--- src/common/uart_pkg.sv ---
package uart_pkg;

	// frame layout
	localparam int data_bits  = 8;              // payload bits, lsb first
	localparam int oversample = 16;             // sample ticks per bit

	// sample points inside one bit
	localparam int vote_first = 7;              // votes at 7, 8, 9
	localparam int vote_calc  = vote_first + 3; // majority registered here
	localparam int vote_use   = vote_first + 4; // decision on the voted bit
	localparam int stop_valid = vote_use + 1;   // frame strobe in stop bit
	localparam int stop_done  = vote_use + 2;   // return to idle
	localparam int samp_last  = oversample - 1;

	localparam int samp_w     = $clog2(oversample);
	localparam int bit_w      = $clog2(data_bits);

	// channels and shared buffer
	localparam int n_chan     = 2;
	localparam int chan_w     = 1;
	localparam int buf_depth  = 8;              // frame entries
	localparam int ptr_w      = $clog2(buf_depth);
	localparam int occ_w      = $clog2(buf_depth + 1); // holds 0..buf_depth

	// baud divisor
	localparam int div_w      = 16;

	// receiver fsm
	typedef enum logic [1:0] {
		rx_idle   = 2'b00, // hunting for a start bit
		rx_data   = 2'b01,
		rx_parity = 2'b10,
		rx_stop   = 2'b11  // also waits for a high line after a bad stop
	} rx_state_t;

endpackage

--- src/verilog/baud_tick_gen.sv ---
module baud_tick_gen import uart_pkg::*; (
	input  logic             mclk,
	input  logic             rst_n,
	input  logic [div_w-1:0] baud_div,
	output logic             sample_tick
);

	logic [div_w-1:0] cnt;

	// reload on zero, so the period is baud_div + 1 cycles
	always_ff @(posedge mclk or negedge rst_n) begin
		if (!rst_n) begin
			cnt <= '0;
		end else if (cnt == '0) begin
			cnt <= baud_div;
		end else begin
			cnt <= cnt - 1'b1;
		end
	end

	assign sample_tick = (cnt == '0); // every cycle when baud_div is 0

endmodule

--- src/uart_rx/uart_rx.sv ---
module uart_rx import uart_pkg::*; (
	input  logic                 mclk,
	input  logic                 rst_n,
	input  logic                 sample_tick,
	input  logic                 rxd,
	input  logic                 parity_en,
	input  logic                 parity_odd,
	output logic                 frame_valid,
	output logic [data_bits-1:0] frame_data,
	output logic                 frame_perr
);

	rx_state_t         state;
	logic [samp_w-1:0] sample_cnt; // tick index inside the current bit
	logic [bit_w-1:0]  bit_cnt;
	logic              rxd_meta;
	logic              rxd_s;
	logic [2:0]        samp;       // the three voting samples
	logic              vote;
	logic              stop_bad;   // bad stop seen, waiting for a high line

	// two-flop synchronizer, line idles high
	always_ff @(posedge mclk or negedge rst_n) begin
		if (!rst_n) begin
			rxd_meta <= 1'b1;
			rxd_s    <= 1'b1;
		end else begin
			rxd_meta <= rxd;
			rxd_s    <= rxd_meta;
		end
	end

	// samples 7, 8, 9 and the majority, taken in every state
	always_ff @(posedge mclk) begin
		if (sample_tick) begin
			if (sample_cnt == samp_w'(vote_first))
				samp[0] <= rxd_s;
			if (sample_cnt == samp_w'(vote_first + 1))
				samp[1] <= rxd_s;
			if (sample_cnt == samp_w'(vote_first + 2))
				samp[2] <= rxd_s;
			if (sample_cnt == samp_w'(vote_calc))
				vote <= (samp[0] & samp[1]) | (samp[0] & samp[2]) | (samp[1] & samp[2]);
		end
	end

	// data shift register, lsb arrives first
	always_ff @(posedge mclk) begin
		if (sample_tick && state == rx_data && sample_cnt == samp_w'(vote_use))
			frame_data <= {vote, frame_data[data_bits-1:1]};
	end

	always_ff @(posedge mclk or negedge rst_n) begin
		if (!rst_n) begin
			state       <= rx_idle;
			sample_cnt  <= '0;
			bit_cnt     <= '0;
			stop_bad    <= 1'b0;
			frame_perr  <= 1'b0;
			frame_valid <= 1'b0;
		end else begin
			frame_valid <= 1'b0; // one mclk strobe
			if (sample_tick) begin
				sample_cnt <= sample_cnt + 1'b1; // wraps after the last sample
				case (state)
					rx_idle: begin
						if (sample_cnt == '0 && rxd_s) begin
							sample_cnt <= '0; // line high, keep hunting
						end else if (sample_cnt == samp_w'(vote_use) && vote) begin
							sample_cnt <= '0; // glitch, not a start bit
						end else if (sample_cnt == samp_w'(samp_last)) begin
							state      <= rx_data;
							bit_cnt    <= '0;
							frame_perr <= 1'b0;
						end
					end
					rx_data: begin
						if (sample_cnt == samp_w'(samp_last)) begin
							bit_cnt <= bit_cnt + 1'b1;
							if (bit_cnt == bit_w'(data_bits - 1))
								state <= parity_en ? rx_parity : rx_stop;
						end
					end
					rx_parity: begin
						if (sample_cnt == samp_w'(vote_use))
							frame_perr <= vote ^ (^frame_data) ^ parity_odd;
						if (sample_cnt == samp_w'(samp_last))
							state <= rx_stop;
					end
					rx_stop: begin
						if (stop_bad) begin
							sample_cnt <= '0;
							if (rxd_s) begin
								stop_bad <= 1'b0;
								state    <= rx_idle;
							end
						end else if (sample_cnt == samp_w'(vote_use) && !vote) begin
							stop_bad   <= 1'b1; // framing error, frame dropped
							sample_cnt <= '0;
						end else if (sample_cnt == samp_w'(stop_valid)) begin
							frame_valid <= 1'b1;
						end else if (sample_cnt == samp_w'(stop_done)) begin
							sample_cnt <= '0;
							state      <= rx_idle;
						end
					end
					default: state <= rx_idle;
				endcase
			end
		end
	end

	// the strobe is only raised from the stop bit and dropped before leaving it
	a_valid_in_stop: assert property (@(posedge mclk) disable iff (!rst_n)
		frame_valid |-> state == rx_stop);

endmodule

--- src/verilog/rx_arbiter.sv ---
module rx_arbiter import uart_pkg::*; (
	input  logic                 mclk,
	input  logic                 rst_n,
	input  logic                 req0_valid,
	input  logic [data_bits-1:0] req0_data,
	input  logic                 req0_perr,
	input  logic                 req1_valid,
	input  logic [data_bits-1:0] req1_data,
	input  logic                 req1_perr,
	output logic                 wr_en,
	output logic [data_bits-1:0] wr_data,
	output logic                 wr_perr,
	output logic [chan_w-1:0]    wr_chan
);

	logic [n_chan-1:0]    req_v;
	logic [data_bits-1:0] req_d [n_chan];
	logic [n_chan-1:0]    req_p;
	logic [n_chan-1:0]    pend_v;
	logic [data_bits-1:0] pend_d [n_chan];
	logic [n_chan-1:0]    pend_p;
	logic [chan_w-1:0]    last_grant;
	logic [chan_w-1:0]    grant;

	assign req_v    = {req1_valid, req0_valid};
	assign req_p    = {req1_perr, req0_perr};
	assign req_d[0] = req0_data;
	assign req_d[1] = req1_data;

	// with both waiting the one not served last goes first
	always_comb begin
		if (&pend_v)
			grant = ~last_grant;
		else
			grant = chan_w'(pend_v[1]);
	end

	always_ff @(posedge mclk or negedge rst_n) begin
		if (!rst_n) begin
			pend_v     <= '0;
			last_grant <= chan_w'(n_chan - 1); // channel 0 wins first
		end else begin
			for (int i = 0; i < n_chan; i++) begin
				if (req_v[i])
					pend_v[i] <= 1'b1;
				else if (wr_en && grant == chan_w'(i))
					pend_v[i] <= 1'b0;
			end
			if (wr_en)
				last_grant <= grant;
		end
	end

	always_ff @(posedge mclk) begin
		for (int i = 0; i < n_chan; i++) begin
			if (req_v[i]) begin
				pend_d[i] <= req_d[i];
				pend_p[i] <= req_p[i];
			end
		end
	end

	assign wr_en   = |pend_v;
	assign wr_chan = grant;
	assign wr_data = pend_d[grant];
	assign wr_perr = pend_p[grant];

	// a receiver never finishes a second frame before its first is written
	for (genvar g = 0; g < n_chan; g++) begin : g_chk
		a_no_overrun: assert property (@(posedge mclk) disable iff (!rst_n)
			req_v[g] |-> !pend_v[g]);
	end

	// of two waiting entries the other channel is written on the next cycle
	a_pair_served: assert property (@(posedge mclk) disable iff (!rst_n)
		&pend_v |=> wr_en && wr_chan != $past(wr_chan));

endmodule

--- src/verilog/rx_buffer.sv ---
module rx_buffer import uart_pkg::*; (
	input  logic                 mclk,
	input  logic                 rst_n,
	input  logic                 wr_en,
	input  logic [data_bits-1:0] wr_data,
	input  logic                 wr_perr,
	input  logic [chan_w-1:0]    wr_chan,
	input  logic                 rd_en,
	output logic [data_bits-1:0] rd_data,
	output logic                 rd_perr,
	output logic [chan_w-1:0]    rd_chan,
	output logic                 buf_empty,
	output logic                 overflow
);

	logic [data_bits-1:0] mem_data [buf_depth];
	logic                 mem_perr [buf_depth];
	logic [chan_w-1:0]    mem_chan [buf_depth];
	logic [ptr_w-1:0]     wr_ptr;
	logic [ptr_w-1:0]     rd_ptr;
	logic [occ_w-1:0]     count;
	logic                 full;
	logic                 push;
	logic                 pop;

	assign full      = (count == occ_w'(buf_depth));
	assign buf_empty = (count == '0);
	assign push      = wr_en && !full; // full drops the frame
	assign pop       = rd_en && !buf_empty;

	always_ff @(posedge mclk or negedge rst_n) begin
		if (!rst_n) begin
			wr_ptr   <= '0;
			rd_ptr   <= '0;
			count    <= '0;
			overflow <= 1'b0;
		end else begin
			if (push)
				wr_ptr <= wr_ptr + 1'b1;
			if (pop)
				rd_ptr <= rd_ptr + 1'b1;
			case ({push, pop})
				2'b10:   count <= count + 1'b1;
				2'b01:   count <= count - 1'b1;
				default: count <= count;
			endcase
			if (wr_en && full)
				overflow <= 1'b1; // sticky until reset
		end
	end

	always_ff @(posedge mclk) begin
		if (push) begin
			mem_data[wr_ptr] <= wr_data;
			mem_perr[wr_ptr] <= wr_perr;
			mem_chan[wr_ptr] <= wr_chan;
		end
	end

	// show-ahead, head entry always on the read port
	assign rd_data = mem_data[rd_ptr];
	assign rd_perr = mem_perr[rd_ptr];
	assign rd_chan = mem_chan[rd_ptr];

	a_count_max: assert property (@(posedge mclk) disable iff (!rst_n)
		count <= occ_w'(buf_depth));

endmodule

--- src/verilog/uart_dual_rx.sv ---
module uart_dual_rx import uart_pkg::*; (
	input  logic                 mclk,
	input  logic                 rst_n,
	input  logic [div_w-1:0]     baud_div,
	input  logic                 parity_en,
	input  logic                 parity_odd,
	input  logic                 rxd0,
	input  logic                 rxd1,
	input  logic                 rd_en,
	output logic [data_bits-1:0] rd_data,
	output logic                 rd_perr,
	output logic [chan_w-1:0]    rd_chan,
	output logic                 buf_empty,
	output logic                 overflow
);

	logic                 sample_tick;
	logic [n_chan-1:0]    frame_valid;
	logic [n_chan-1:0]    frame_perr;
	logic [data_bits-1:0] frame_data [n_chan];
	logic                 wr_en;
	logic [data_bits-1:0] wr_data;
	logic                 wr_perr;
	logic [chan_w-1:0]    wr_chan;

	baud_tick_gen u_tick (
		.mclk        (mclk),
		.rst_n       (rst_n),
		.baud_div    (baud_div),
		.sample_tick (sample_tick)
	);

	uart_rx u_rx0 (
		.mclk        (mclk),
		.rst_n       (rst_n),
		.sample_tick (sample_tick),
		.rxd         (rxd0),
		.parity_en   (parity_en),
		.parity_odd  (parity_odd),
		.frame_valid (frame_valid[0]),
		.frame_data  (frame_data[0]),
		.frame_perr  (frame_perr[0])
	);

	uart_rx u_rx1 (
		.mclk        (mclk),
		.rst_n       (rst_n),
		.sample_tick (sample_tick),
		.rxd         (rxd1),
		.parity_en   (parity_en),
		.parity_odd  (parity_odd),
		.frame_valid (frame_valid[1]),
		.frame_data  (frame_data[1]),
		.frame_perr  (frame_perr[1])
	);

	rx_arbiter u_arb (
		.mclk       (mclk),
		.rst_n      (rst_n),
		.req0_valid (frame_valid[0]),
		.req0_data  (frame_data[0]),
		.req0_perr  (frame_perr[0]),
		.req1_valid (frame_valid[1]),
		.req1_data  (frame_data[1]),
		.req1_perr  (frame_perr[1]),
		.wr_en      (wr_en),
		.wr_data    (wr_data),
		.wr_perr    (wr_perr),
		.wr_chan    (wr_chan)
	);

	rx_buffer u_buf (
		.mclk      (mclk),
		.rst_n     (rst_n),
		.wr_en     (wr_en),
		.wr_data   (wr_data),
		.wr_perr   (wr_perr),
		.wr_chan   (wr_chan),
		.rd_en     (rd_en),
		.rd_data   (rd_data),
		.rd_perr   (rd_perr),
		.rd_chan   (rd_chan),
		.buf_empty (buf_empty),
		.overflow  (overflow)
	);

endmodule

--- config.mk ---
export PLATFORM = sky130hd
export DESIGN_NAME = uart_dual_rx
export DESIGN_NICKNAME = d
export VERILOG_FILES = /design/src/common/uart_pkg.sv /design/src/verilog/baud_tick_gen.sv /design/src/uart_rx/uart_rx.sv /design/src/verilog/rx_arbiter.sv /design/src/verilog/rx_buffer.sv /design/src/verilog/uart_dual_rx.sv
export SDC_FILE = /design/constraint.sdc
export NUM_CORES = 1
export LEC_CHECK = 0
export ABC_AREA = 1
export BUFFER_PORTS_ARGS = -buffer_cell sky130_fd_sc_hd__buf_4
export CORE_UTILIZATION = 55
export CTS_CLUSTER_DIAMETER = 60
export DETAILED_ROUTE_END_ITERATION = 8
export GPL_ROUTABILITY_DRIVEN = 0
export PLACE_DENSITY = 0.72
export SYNTH_ARGS = -nofsm -noshare
export SYNTH_HDL_FRONTEND = slang
export SYNTH_SLANG_ARGS = --single-unit
--- constraint.sdc ---
create_clock -name mclk -period 4.4 [get_ports mclk]
set_input_delay 0.44 -clock mclk [delete_from_list [all_inputs] [get_ports mclk]]
set_output_delay 0.44 -clock mclk [all_outputs]
set_load 0.01 [all_outputs]
After elaboration in Yosys (flattened, before gate mapping)
Memories as Yosys holds them, arrays and structs flattened.
Index checks and enable logic that the tools add are counted.
{"block": "op_classes", "n_lt_le_gt_ge": 1, "bitwise_logic": 16, "eq_ne": 49, "addsub": 9, "muxes": 90, "n_reduce_logical": 52}
{"op": "4-bit equality test (second input constant)", "count": 15}
{"op": "4-bit two-way mux", "count": 12}
{"op": "2-bit two-way mux", "count": 22}
{"op": "1-bit two-way mux", "count": 38}
{"op": "3-bit two-way mux", "count": 8}
{"op": "4-bit case mux with 2 select lines", "count": 3}
{"op": "6-bit AND reduction", "count": 4}
{"op": "11-bit AND reduction", "count": 2}
{"op": "2-bit AND reduction", "count": 11}
{"op": "3-bit by 2-bit != test with 1-bit output (second input constant)", "count": 6}
{"op": "16-bit zero test", "count": 1}
{"op": "16-bit two-way mux", "count": 1}
{"op": "2-bit != test (second input constant)", "count": 8}
{"op": "2-bit case mux with 4 select lines", "count": 2}
{"op": "8-bit XOR reduction", "count": 2}
{"op": "16-bit by 1-bit subtractor with 16-bit output (second input constant)", "count": 1}
{"op": "1-bit logical AND", "count": 15}
{"op": "2-bit nonzero test", "count": 7}
{"op": "3-bit by 1-bit adder with 3-bit output (second input constant)", "count": 4}
{"op": "4-bit by 1-bit adder with 4-bit output (second input constant)", "count": 3}
{"op": "4-bit zero test", "count": 3}
{"op": "2-bit by 1-bit != test with 1-bit output (second input constant)", "count": 6}
{"op": "3-bit case mux with 2 select lines", "count": 2}
{"op": "2-bit equality test (second input constant)", "count": 5}
{"op": "14 further kinds", "count": 36}
{"block": "totals", "input_bits": 23, "ramBits": 96, "word_cells": 257, "memories": 4, "register_bits": 84}
{"memory": "u_buf.mem_data", "words": 8, "width": 8, "read_ports": 1, "rd_ports_with_merged_regs": 0, "write_ports": 1, "line": "rx_buffer.sv:16", "rtl": "logic [data_bits-1:0] mem_data [buf_depth];"}
{"memory": "u_arb.pend_d", "words": 2, "width": 8, "read_ports": 1, "rd_ports_with_merged_regs": 0, "write_ports": 2, "line": "rx_arbiter.sv:20", "rtl": "logic [data_bits-1:0] pend_d [n_chan];"}
{"memory": "u_buf.mem_chan", "words": 8, "width": 1, "read_ports": 1, "rd_ports_with_merged_regs": 0, "write_ports": 1, "line": "rx_buffer.sv:18", "rtl": "logic [chan_w-1:0] mem_chan [buf_depth];"}
{"memory": "u_buf.mem_perr", "words": 8, "width": 1, "read_ports": 1, "rd_ports_with_merged_regs": 0, "write_ports": 1, "line": "rx_buffer.sv:17", "rtl": "logic mem_perr [buf_depth];"}

Logic depth before layout (Yosys ltp)
Gate-level depths: netlist of the first run.
{"block": "logic_depth", "word_depth": 6, "ltp_mapped": 12}

Hierarchy
Synthesis of the first run repeated with hierarchy kept, for this count alone.
{"block": "unflattened", "hier_cells": 1000, "hier_area_um2": 9091.2}
{"module": "rx_buffer", "cells_per_inst": 430, "n_inst": 1, "seq_area_each_um2": 2677.6, "area_each_um2": 4115.2}
{"module": "uart_rx (u_rx0)", "cells_per_inst": 179, "n_inst": 1, "seq_area_each_um2": 713.2, "area_each_um2": 1589.0}
{"module": "uart_rx (u_rx1)", "cells_per_inst": 181, "n_inst": 1, "seq_area_each_um2": 713.2, "area_each_um2": 1557.7}
{"module": "baud_tick_gen", "cells_per_inst": 151, "n_inst": 1, "seq_area_each_um2": 400.4, "area_each_um2": 1014.7}
{"module": "rx_arbiter", "cells_per_inst": 59, "n_inst": 1, "seq_area_each_um2": 616.8, "area_each_um2": 814.5}

Worst setup path before layout of the first run
OpenSTA, ideal clock, no wires.
{"block": "synth_timing", "kind": "flip-flop to flip-flop", "from": "register u_tick.cnt[0]", "to": "register u_rx0.frame_data[0], enable pin", "arrival_time_ps": 1864, "n_path_buf": 1, "path_slack_ps": 2153, "path_stages_with_launch": 10, "setup_time_ps": 383, "cell_sequence": "dfrtp_1 inv_1 ha_1 nand2_1 nor2_4 inv_2 nor2_2 nand3_2 buf_4 nor3_1"}
{"block": "synth_via", "elab_chain_len": 3}
{"element": "from (decl)", "line": "baud_tick_gen.sv:8", "rtl": "logic [div_w-1:0] cnt;"}
{"element": "from (signal assigned)", "line": "baud_tick_gen.sv:15", "rtl": "cnt <= baud_div;"}
{"element": "from (signal assigned)", "line": "baud_tick_gen.sv:17", "rtl": "cnt <= cnt - 1'b1;"}
{"element": "16-bit zero test", "line": "baud_tick_gen.sv:21", "rtl": "assign sample_tick = (cnt == '0);"}
{"element": "1-bit logical AND (2 in a row)", "line": "uart_rx.sv:49", "rtl": "if (sample_tick && state == rx_data && sample_cnt == samp_w'(vote_use))"}
{"element": "to (signal assigned)", "line": "uart_rx.sv:50", "rtl": "frame_data <= {vote, frame_data[data_bits-1:1]};"}
{"element": "to (decl)", "line": "uart_rx.sv:9", "rtl": "output logic [data_bits-1:0] frame_data,"}
Every way passes these cells.
A chain may end at the register's enable or synchronous reset.

Worst setup path in the final report of the first run
{"block": "layout_timing", "from": "register u_buf.rd_ptr[0]", "to": "output rd_data[7]"}
{"block": "layout_via", "elab_chain_len": 1}
{"element": "from (decl)", "line": "rx_buffer.sv:20", "rtl": "logic [ptr_w-1:0] rd_ptr;"}
{"element": "from (signal assigned)", "line": "rx_buffer.sv:41", "rtl": "rd_ptr <= rd_ptr + 1'b1;"}
{"element": "memory read 8 x 8 bit"}
{"element": "to (decl)", "line": "uart_dual_rx.sv:10", "rtl": "output logic [data_bits-1:0] rd_data,"}
Every way passes these cells.

==> results.py, run 1 <==
metrics = {
    "status": {
        "status": "complete, but fails checks",
        "violations": "DRC",
    },
    "yosys": {
        "netlist_area_sq_um": 8410,
        "synth_xor_area_share_pct": 1.46,
        "synth_compound_area_share_pct": 6.99,
        "yosysSeqAreaShare_pct": 60.9,
        "synthesis.nets": 894,
        "async_flop_share_pct": 32.2,
        "ys_ff_latch": 180,
        "yosys.area_share.adder_pct": 4.34,
        "synth_simple_gate_area_share_pct": 21.5,
        "synthFlopType": "edfxtp_1",
        "syn_inst": 844,
        "syn_area_per_cell_sq_um": 9.97,
        "synth_edf_count": 122,
        "synth_top_family_by_area": "simple AND/OR/NAND/NOR gates",
        "synth_mux_area_share_pct": 0,
        "synth_cell_types": 44,
        "ys_warn_count": 0,
    },
    "placement": {
        "dp_hpwl_um": 11200,
        "io_buffers": 34,
    },
    "floorplan": {
        "core_sq_um": 14800,
        "ios": 35,
        "dieArea_sq_um": 15800,
        "die_y_um": 126,
        "rows": 44,
        "fp.dieW_um": 126,
        "start_util_pct": 57.0,
    },
    "setup_path": {
        "rr_worst_depth": 8,
        "r2r_slack_ps": 1730,
        "critPathSlowestCell": "inv_1",
        "arrival_ps": 2560,
        "cp_max_fo": 42,
        "r2r-start": "u_tick.cnt[0]$_DFF_PN0_",
        "start_kind": "flip-flop",
        "slowest_delay_ps": 510,
        "crit_chain": "buf_4, inv_1, buf_4, nor2_1, o32ai_1, nand2_1, nand2_1, buf_4",
        "endpoint_kind": "primary output",
        "reg2reg_to": "u_rx0.frame_data[2]$_DFFE_PP_",
        "cp.required_ps": 3960,
        "path_class": "flip-flop to primary output",
        "crit_top_cell": "buf_4",
    },
    "timing": {
        "fin_crit_ps": 3000,
        "finalMaxSlewViolations": 0,
        "holdWs_ps": 76.3,
        "min_period_over_period_pct": 68.2,
        "worstMarginPinSlew_ps": 1190,
        "finalSetupViolCount": 0,
        "rsz0062_at_grt": "no",
        "fmax_mhz": 333,
        "final-hold-violation-count": 0,
        "tns_ps": 0,
        "maxSlewHeadroom_pct": 20.4,
        "clock_skew_ps": 6.88,
    },
    "routing": {
        "finalWirelength_um": 16100,
        "drc": 1,
        "first_pass_iters": 7,
        "num_vias": 5860,
        "drtIter0Drc": 474,
        "wl_per_cell_um": 14.9,
        "ant_nets": 0,
        "via_per_inst": 5.44,
    },
    "cells_and_area": {
        "fillers": 1140,
        "diodes": 0,
        "drive_gt1_share_pct": 11.7,
        "area_growth_pct": 12.8,
        "fin_nets": 931,
    },
    "clocking": {
        "cts_hold_buf": 0,
        "cts_tree": "yes",
        "cts_num_sinks": 180,
        "cts_root_buffer": "clkbuf_16",
        "clk_latency_ps": 430,
        "cts_buffer_depth": 2,
        "clk_pin_slew_ps": 60,
        "cts_made_buffers": 17,
        "htreeDepth": 4,
        "postCtsSetupRepairBufs": 0,
        "ctsResizeCount": 0,
    },
    "power_and_ir_drop": {
        "powerDensity_nw_per_um2": 471,
        "ir_drop_mv": 0.330,
        "leakagePower_nw": 3.97,
    },
    "grt": {
        "grt_antenna_before_repair": 0,
        "grt_pass1_wl_um": 27200,
        "grt_pass1_vias": 5874,
        "overflow": 0,
        "grt_max_degree": 59,
        "grt.total_usage_pct": 22.1,
    },
    "worst_hold_path": {
        "hp-class": "input pin to async pin",
    },
    "run": {
        "cap_violations": 0,
    },
}
==> layout make-up <==
class / instances / area, sq um / area share (%)
clock inverter: 8 / 145 / 1.53
clock buffer: 24 / 503 / 5.30
multi-input combinational: 559 / 2880 / 30.4
sequential: 180 / 5120 / 54.0
tap: 184 / 230 / 2.43
inverter: 85 / 319 / 3.36
timing repair buffer: 38 / 285 / 3.01
==> logic make-up (layout without fill, tap and decap cells) <==
group | after synthesis | count (layout)
xor gates and xnor gates | 14 | 14
AOI/OAI and AO/OA | 94 | 94
buffers and inverters | 105 | 155
DFF | 180 | 180
adders and majority gates | 29 | 29
and+or+nand+nor | 422 | 422
==> state kept, by name (all words and copies together), names as in the netlist, 2 cells and up <==
name	flops
u_buf.mem_data	64
u_arb.pend_d	16
u_tick.cnt	16
u_buf.mem_chan	8
u_buf.mem_perr	8
u_rx0.frame_data	8
u_rx1.frame_data	8
u_buf.count	4
u_rx0.sample_cnt	4
u_rx1.sample_cnt	4
u_buf.rd_ptr	3
u_buf.wr_ptr	3
u_rx0.bit_cnt	3
u_rx0.samp	3
u_rx1.bit_cnt	3
u_rx1.samp	3
u_arb.pend_p	2
u_arb.pend_v	2
u_rx0.state	2
u_rx1.state	2
==> synthesized netlist by cell type (5+ instances only) <==
cell      number  area share, %
o21ai_0       45            2.7
dfrtp_1       53             16
nand3_1       42            2.5
a21oi_1        9           0.54
nor2_2         6           0.45
ha_1          26            3.9
o32ai_1       20            2.1
nand2_1      225             10
nor3_1         8           0.48
nand4_1        6           0.45
clkbuf_1      13           0.58
edfxtp_1     122             44
nand3_2        5           0.59
nor2_1       110            4.9
inv_2         10           0.45
inv_1         74            3.3
dfstp_2        5            1.6
nor3b_1        5           0.45
xor2_1        12            1.2
==> critical path, delay by kind of cell, from the launching register on <==
kind,cells,cell delay (ps)
flops,1,360
simple gates,3,260
buf+inv,4,1240
compound gates,1,270
==> routing by layer <==
metal | global-route usage [%] | up-vias | wire length, um
met5 | 0 | - | 0
met4 | 9.04 | 0 | 380
met3 | 4.33 | 34 | 628
met2 | 39.8 | 156 | 8290
met1 | 26.0 | 2772 | 6800
li1 | - | 2898 | -
==> worst max-delay path by stage <==
| stage | depth (start not counted) | endpoint | from |
|---|---|---|---|
| after floorplan | 9 | u_rx0.frame_data[0]$_DFFE_PP_ | u_tick.cnt[0]$_DFF_PN0_ |
| after global placement | 8 | u_rx0.frame_data[2]$_DFFE_PP_ | u_tick.cnt[0]$_DFF_PN0_ |
| after detailed placement | 8 | u_rx0.frame_data[2]$_DFFE_PP_ | u_tick.cnt[0]$_DFF_PN0_ |
| after CTS | 8 | rd_data[1] | u_buf.rd_ptr[0]$_DFFE_PN0P_ |
| after global routing | 8 | rd_data[7] | u_buf.rd_ptr[0]$_DFFE_PN0P_ |
| final | 8 | rd_data[7] | u_buf.rd_ptr[0]$_DFFE_PN0P_ |
==> power breakdown <==
part / switching (W) / internal [W]
Combinational: 0.000502 / 0.000362
Clock: 0.000600 / 0.00103
Sequential: 0.000118 / 0.00186
Total: 0.00122 / 0.00325
==> per-stage QoR <==
step | power [W] | cell area [sq um] | worst slack, ps | instances | utilization (%)
final | 0.00447 | 9490 | 1400 | 1078 | 64.3
after global routing | 0.00467 | 9490 | 1210 | 1078 | 64.3
after CTS | 0.00449 | 9490 | 1430 | 1078 | 64.3
after detailed placement | 0.00286 | 8840 | 1740 | 1046 | 59.9
after global placement | 0.00284 | 8840 | 1860 | 1046 | 59.9
after floorplan | 0.00257 | 8410 | 2150 | 844 | -
==> layout by cell type (no fill, tap or decap), types with 4 or more instances in the layout <==
master	count
clkbuf_16	18
o21ai_0	45
nor2_1	110
nand3_2	5
nand3_1	42
nand2_1	225
o32ai_1	20
dfrtp_1	53
a21oi_1	9
o21bai_1	4
o21ai_1	4
inv_1	74
xor2_1	12
edfxtp_1	122
bufinv_16	4
ha_1	26
nor2_4	4
nor2_2	6
buf_4	38
inv_2	10
nand4_1	6
nor3_1	8
dfstp_2	5
nor3b_1	5
Power figures use the tool's default switching activity.
==> run 2, diff against run 1 <==
Clock period 4.4 ns to 3 ns, I/O delays scaled along.
==> run 2 against run 1 <==
The flow still finishes with violations (DRC); non-clock buffer count increased by 14; sequential power increased by 43%; count of clock-buffer cells in the layout decreased by 6; worst hold slack improved by 2.2 ps; wire length increased by 1.9%; sequential cell count unchanged; via count increased by 0.43%; critical path depth decreased by 1; largest power group unchanged.
==> results.py, run 2 (synthesis gave the netlist of run 1 again) <==
metrics = {
    "placement": {
        "place_area_sq_um": 8920,
        "dp_hpwl_um": 11200,
        "io_buffers": 34,
    },
    "grt": {
        "grt_pass1_wl_um": 27700,
        "grt.total_usage_pct": 22.4,
        "grt_max_degree": 59,
        "overflow": 0,
        "grt_pass1_vias": 6006,
        "grt_antenna_before_repair": 0,
    },
    "clocking": {
        "clk_pin_slew_ps": 60,
        "cts_num_sinks": 180,
        "cts_made_buffers": 17,
        "htreeDepth": 4,
        "cts_root_buffer": "clkbuf_16",
        "ctsResizeCount": 0,
        "clk_latency_ps": 420,
        "cts_tree": "yes",
        "cts_buffer_depth": 2,
        "postCtsSetupRepairBufs": 0,
    },
    "cells_and_area": {
        "diodes": 0,
        "fillers": 1164,
        "final_cell_mix": "nand2_1, edfxtp_1, nor2_1, inv_1, dfrtp_1",
        "multiInputGateArea_sq_um": 2880,
        "fin_nets": 945,
        "fin_util_pct": 64.7,
        "largest_registers": "u_buf.mem_data: 64 flops, u_arb.pend_d: 16 flops, u_tick.cnt: 16 flops",
        "fin_area_sq_um": 9540,
        "seq_area_sq_um": 5120,
        "final_common_cell": "nand2_1",
        "drive_gt1_share_pct": 12.9,
        "largest-register": "u_buf.mem_data",
        "largest_reg_flops": 64,
        "area_growth_pct": 13.4,
    },
    "setup_path": {
        "cpLargestDelayFamily": "buffers and inverters",
        "arrival_ps": 2020,
        "worst-path-buf-inv": 3,
        "cp.required_ps": 2700,
        "cp_max_fo": 40,
        "endpoint_kind": "primary output",
        "start_kind": "flip-flop",
        "path_class": "flip-flop to primary output",
        "crit_chain": "inv_1, buf_4, nor2_1, o32ai_1, nand2_1, nand2_1, buf_4",
        "critPathSlowestCell": "dfrtp_1",
        "slowest_delay_ps": 380,
    },
    "routing": {
        "via_per_inst": 5.39,
        "ant_nets": 0,
        "drc": 1,
        "wl_per_cell_um": 15.0,
        "first_pass_iters": 7,
        "wl_met2_um": 8560,
        "highest_layer": "met4",
        "num_vias": 5885,
        "wl_met3_um": 454,
        "wl_met1_um": 7100,
        "finalWirelength_um": 16400,
        "drtIter0Drc": 390,
    },
    "power_and_ir_drop": {
        "leakagePower_nw": 4.01,
        "ir_drop_mv": 0.456,
        "powerDensity_nw_per_um2": 673,
    },
    "floorplan": {
        "ios": 35,
        "fp.dieW_um": 126,
        "core_sq_um": 14800,
        "rows": 44,
        "die_y_um": 126,
        "start_util_pct": 57.0,
        "dieArea_sq_um": 15800,
    },
    "timing": {
        "min_period_over_period_pct": 77.5,
        "fmax_mhz": 430,
        "clock_skew_ps": 6.91,
        "holdWs_ps": 78.5,
        "rsz0062_at_grt": "no",
        "maxSlewHeadroom_pct": 52.7,
        "final-hold-violation-count": 0,
        "fin_crit_ps": 2320,
        "worstMarginPinSlew_ps": 709,
        "finalMaxSlewViolations": 0,
        "tns_ps": 0,
        "finalSetupViolCount": 0,
    },
    "status": {
        "status": "complete, but fails checks",
        "violations": "DRC",
    },
    "worst_hold_path": {
        "hp-class": "input pin to flip-flop",
    },
    "run": {
        "cap_violations": 0,
    },
}
## run 2: changes by cell type in the layout (fill, tap and decap cells not counted), sizes merged
cell	before	now
inv	85	84
dlygate4sd3	0	3
bufinv	4	3
clkinvlp	1	3
buf	38	49
clkbuf	24	18
clkinv	3	9
## run 2: per-layer routing
layer  vias up  track usage [%]
li1       2931                -
met1      2822             26.0
met2       104             41.2
met3        28             3.91
met4         0             8.75
met5         -                0
## run 2: per-stage QoR
stage / worst slack [ps] / power (W) / std cells
2_1_floorplan: 753 / 0.00377 / 844
3_3_place_gp: 872 / 0.00419 / 1057
3_5_place_dp: 728 / 0.00426 / 1057
4_1_cts: 619 / 0.00647 / 1092
5_1_grt: 436 / 0.00675 / 1092
6_report: 675 / 0.00642 / 1092
## run 2: area by class of cell
| class | instances | area share, % |
|---|---|---|
| Tap cell | 184 | 2.41 |
| Sequential cell | 180 | 53.7 |
| Inverter | 85 | 3.34 |
| Multi-Input combinational cell | 559 | 30.2 |
| Timing Repair Buffer | 52 | 4.17 |
| Clock buffer | 18 | 4.50 |
| Clock inverter | 14 | 1.70 |
## run 2: repair_timing
action,CTS,global route
endpoints found under the hold margin,55,0
endpoints found under the setup margin,0,0
hold buffers,3,0
## run 2: worst min-delay path: stages
cell	delay [ps]
buf_4	70
nand2_1	40
nand2_1	50
## run 2: path summary, 6_finish.rpt
check	cells after the start	endpoint	from	slack, ps
worst min-delay path	3	u_tick.cnt[13]$_DFF_PN0_	baud_div[13]	80
min in group asynchronous	2	u_tick.cnt[10]$_DFF_PN0_	rst_n	480
worst max register to register	11	u_buf.count[3]$_DFFE_PN0P_	u_buf.count[1]$_DFFE_PN0P_	720
max in group asynchronous	2	u_arb.pend_v[1]$_DFFE_PN0P_	rst_n	2060
worst min register to register	0	u_rx1.rxd_s$_DFF_PN1_	u_rx1.rxd_meta$_DFF_PN1_	360
worst max-delay path	7	rd_data[2]	u_buf.rd_ptr[0]$_DFFE_PN0P_	680
## run 2: where the power goes
group,switching (W),internal [W]
registers,0.000109,0.00273
clock network,0.000913,0.00130
logic,0.000829,0.000534
total,0.00185,0.00457
==> run 3, diff against run 2 <==
Settings changed: PLACE_DENSITY 0.72 to 0.75.
Clock period 3 ns to 2 ns, I/O delays scaled along.
==> run 3 against run 2 <==
The run still ends with DRC left; critical endpoint is now rd_chan; cell area is 6.7% higher; highest routed layer unchanged; register-to-register slack worse by 670 ps; worst hold slack worse by 38 ps; final cell count is 3.7% higher.
==> results.py, run 3 (synthesis gave the netlist of run 1 again) <==
metrics = {
    "routing": {
        "via_per_inst": 5.33,
        "ant_nets": 0,
        "finalWirelength_um": 17500,
        "drc": 3,
        "drtIter0Drc": 489,
        "first_pass_iters": 7,
        "num_vias": 6039,
        "wl_per_cell_um": 15.5,
    },
    "cells_and_area": {
        "final_cell_mix": "nand2_1, edfxtp_1, nor2_1, inv_1, buf_4",
        "drive_gt1_share_pct": 18.6,
        "final_common_cell": "nand2_1",
        "fin_util_pct": 69.0,
        "largest_registers": "u_buf.mem_data: 64 flops, u_arb.pend_d: 16 flops, u_tick.cnt: 16 flops",
        "largest-register": "u_buf.mem_data",
        "diodes": 0,
        "fin_nets": 985,
        "largest_reg_flops": 64,
        "area_growth_pct": 21.1,
    },
    "status": {
        "violations": "DRC",
        "status": "complete, but fails checks",
    },
    "timing": {
        "worstMarginPinSlew_ps": 730,
        "maxSlewHeadroom_pct": 51.4,
        "fin_crit_ps": 1980,
        "min_period_over_period_pct": 99.2,
        "rsz0062_at_grt": "yes",
        "final-hold-violation-count": 0,
        "holdWs_ps": 40.2,
        "clock_skew_ps": 9.94,
        "finalMaxSlewViolations": 0,
        "finalSetupViolCount": 0,
        "fmax_mhz": 504,
    },
    "grt": {
        "grt_max_degree": 59,
        "grt_pass1_vias": 5872,
        "grt_pass1_wl_um": 27900,
        "grt.total_usage_pct": 22.7,
        "grt_antenna_before_repair": 0,
        "overflow": 0,
    },
    "clocking": {
        "cts_num_sinks": 180,
        "clk_pin_slew_ps": 70,
        "htreeDepth": 4,
        "cts_tree": "yes",
        "cts_root_buffer": "clkbuf_16",
        "clk_latency_ps": 430,
        "cts_made_buffers": 17,
        "cts_buffer_depth": 2,
    },
    "setup_path": {
        "arrival_ps": 1780,
        "start_kind": "flip-flop",
        "cp.required_ps": 1800,
        "path_class": "flip-flop to primary output",
        "endpoint_kind": "primary output",
        "cp_max_fo": 18,
    },
    "power_and_ir_drop": {
        "ir_drop_mv": 0.624,
        "leakagePower_nw": 4.28,
        "powerDensity_nw_per_um2": 1040,
    },
    "floorplan": {
        "dieArea_sq_um": 15800,
        "die_y_um": 126,
        "start_util_pct": 57.0,
        "ios": 35,
        "fp.dieW_um": 126,
        "rows": 44,
        "core_sq_um": 14800,
    },
    "worst_hold_path": {
        "hp-class": "input pin to flip-flop",
    },
    "placement": {
        "io_buffers": 34,
        "dp_hpwl_um": 11300,
    },
    "run": {
        "cap_violations": 0,
    },
}
run 3: cell types whose count changed in the layout (fill, tap and decap cells not counted), moves of 5 or more:
cell | previous run | this run
o32ai_1 | 20 | 10
o32ai_2 | 0 | 10
dlygate4sd3_1 | 3 | 14
buf_4 | 49 | 67
buf_6 | 0 | 5
run 3: final timing paths:
check                                                   end                        start  slack (ps)  depth (start not counted)
min in group asynchronous          u_tick.cnt[10]$_DFF_PN0_                        rst_n         380                          2
worst min register to register        u_rx1.rxd_s$_DFF_PN1_     u_rx1.rxd_meta$_DFF_PN1_         360                          0
worst min-delay path                u_tick.cnt[7]$_DFF_PN0_                  baud_div[7]          40                          3
worst max register to register      u_rx1.samp[1]$_DFFE_PP_      u_tick.cnt[0]$_DFF_PN0_          50                          9
max in group asynchronous       u_buf.rd_ptr[0]$_DFFE_PN0P_                        rst_n        1090                          2
worst max-delay path                                rd_chan  u_buf.rd_ptr[0]$_DFFE_PN0P_          20                          6
run 3: layout make-up:
cell class	instances	area [sq um]
Clock inverter	15	203
Timing Repair Buffer	92	830
Clock buffer	17	425
Multi-Input combinational cell	559	3050
Tap cell	184	230
Inverter	85	327
Fill cell	1073	4570
Sequential cell	180	5120
run 3: report_power, final:
group	total (W)	leakage, nW	switching [W]	internal (W)
sequential	0.00424	1.78	0.000146	0.00410
clock	0.00354	0.300	0.00144	0.00210
combinational	0.00279	2.19	0.00151	0.00128
run 3: metrics by stage:
stage / TNS, ps / cell area [sq um] / total power, W / cells / setup slack, ps
floorplan: -3950 / 8410 / 0.00566 / 844 / -247
global placement: 0 / 9060 / 0.00645 / 1075 / 18.9
detailed placement: -20.4 / 9060 / 0.00650 / 1075 / -20.4
CTS: 0 / 9850 / 0.0101 / 1121 / 0.249
global route: -222 / 10200 / 0.0111 / 1132 / -49.9
finish: 0 / 10200 / 0.0106 / 1132 / 15.6
run 3: per-layer routing:
layer	track usage [%]	up-vias	routed length (um)
li1	-	3009	-
met1	27.6	2883	7510
met2	40.4	117	9170
met3	3.99	30	491
met4	9.04	0	354
met5	0	-	0
run 3: worst max-delay path, stage by stage (launching register included):
cell	delay, ps
dfrtp_2	420
buf_6	200
nor2_1	90
o32ai_2	320
nand2_1	90
nand2_1	110
buf_4	130
run 3: what timing repair did:
action	4_1_cts	5_1_grt
setup endpoints to repair	19	40
pin swaps	0	8
resized for setup	8	43
buffers inserted	0	8
cloned	0	3
endpoints found under the hold margin	66	0
hold buffers	14	0
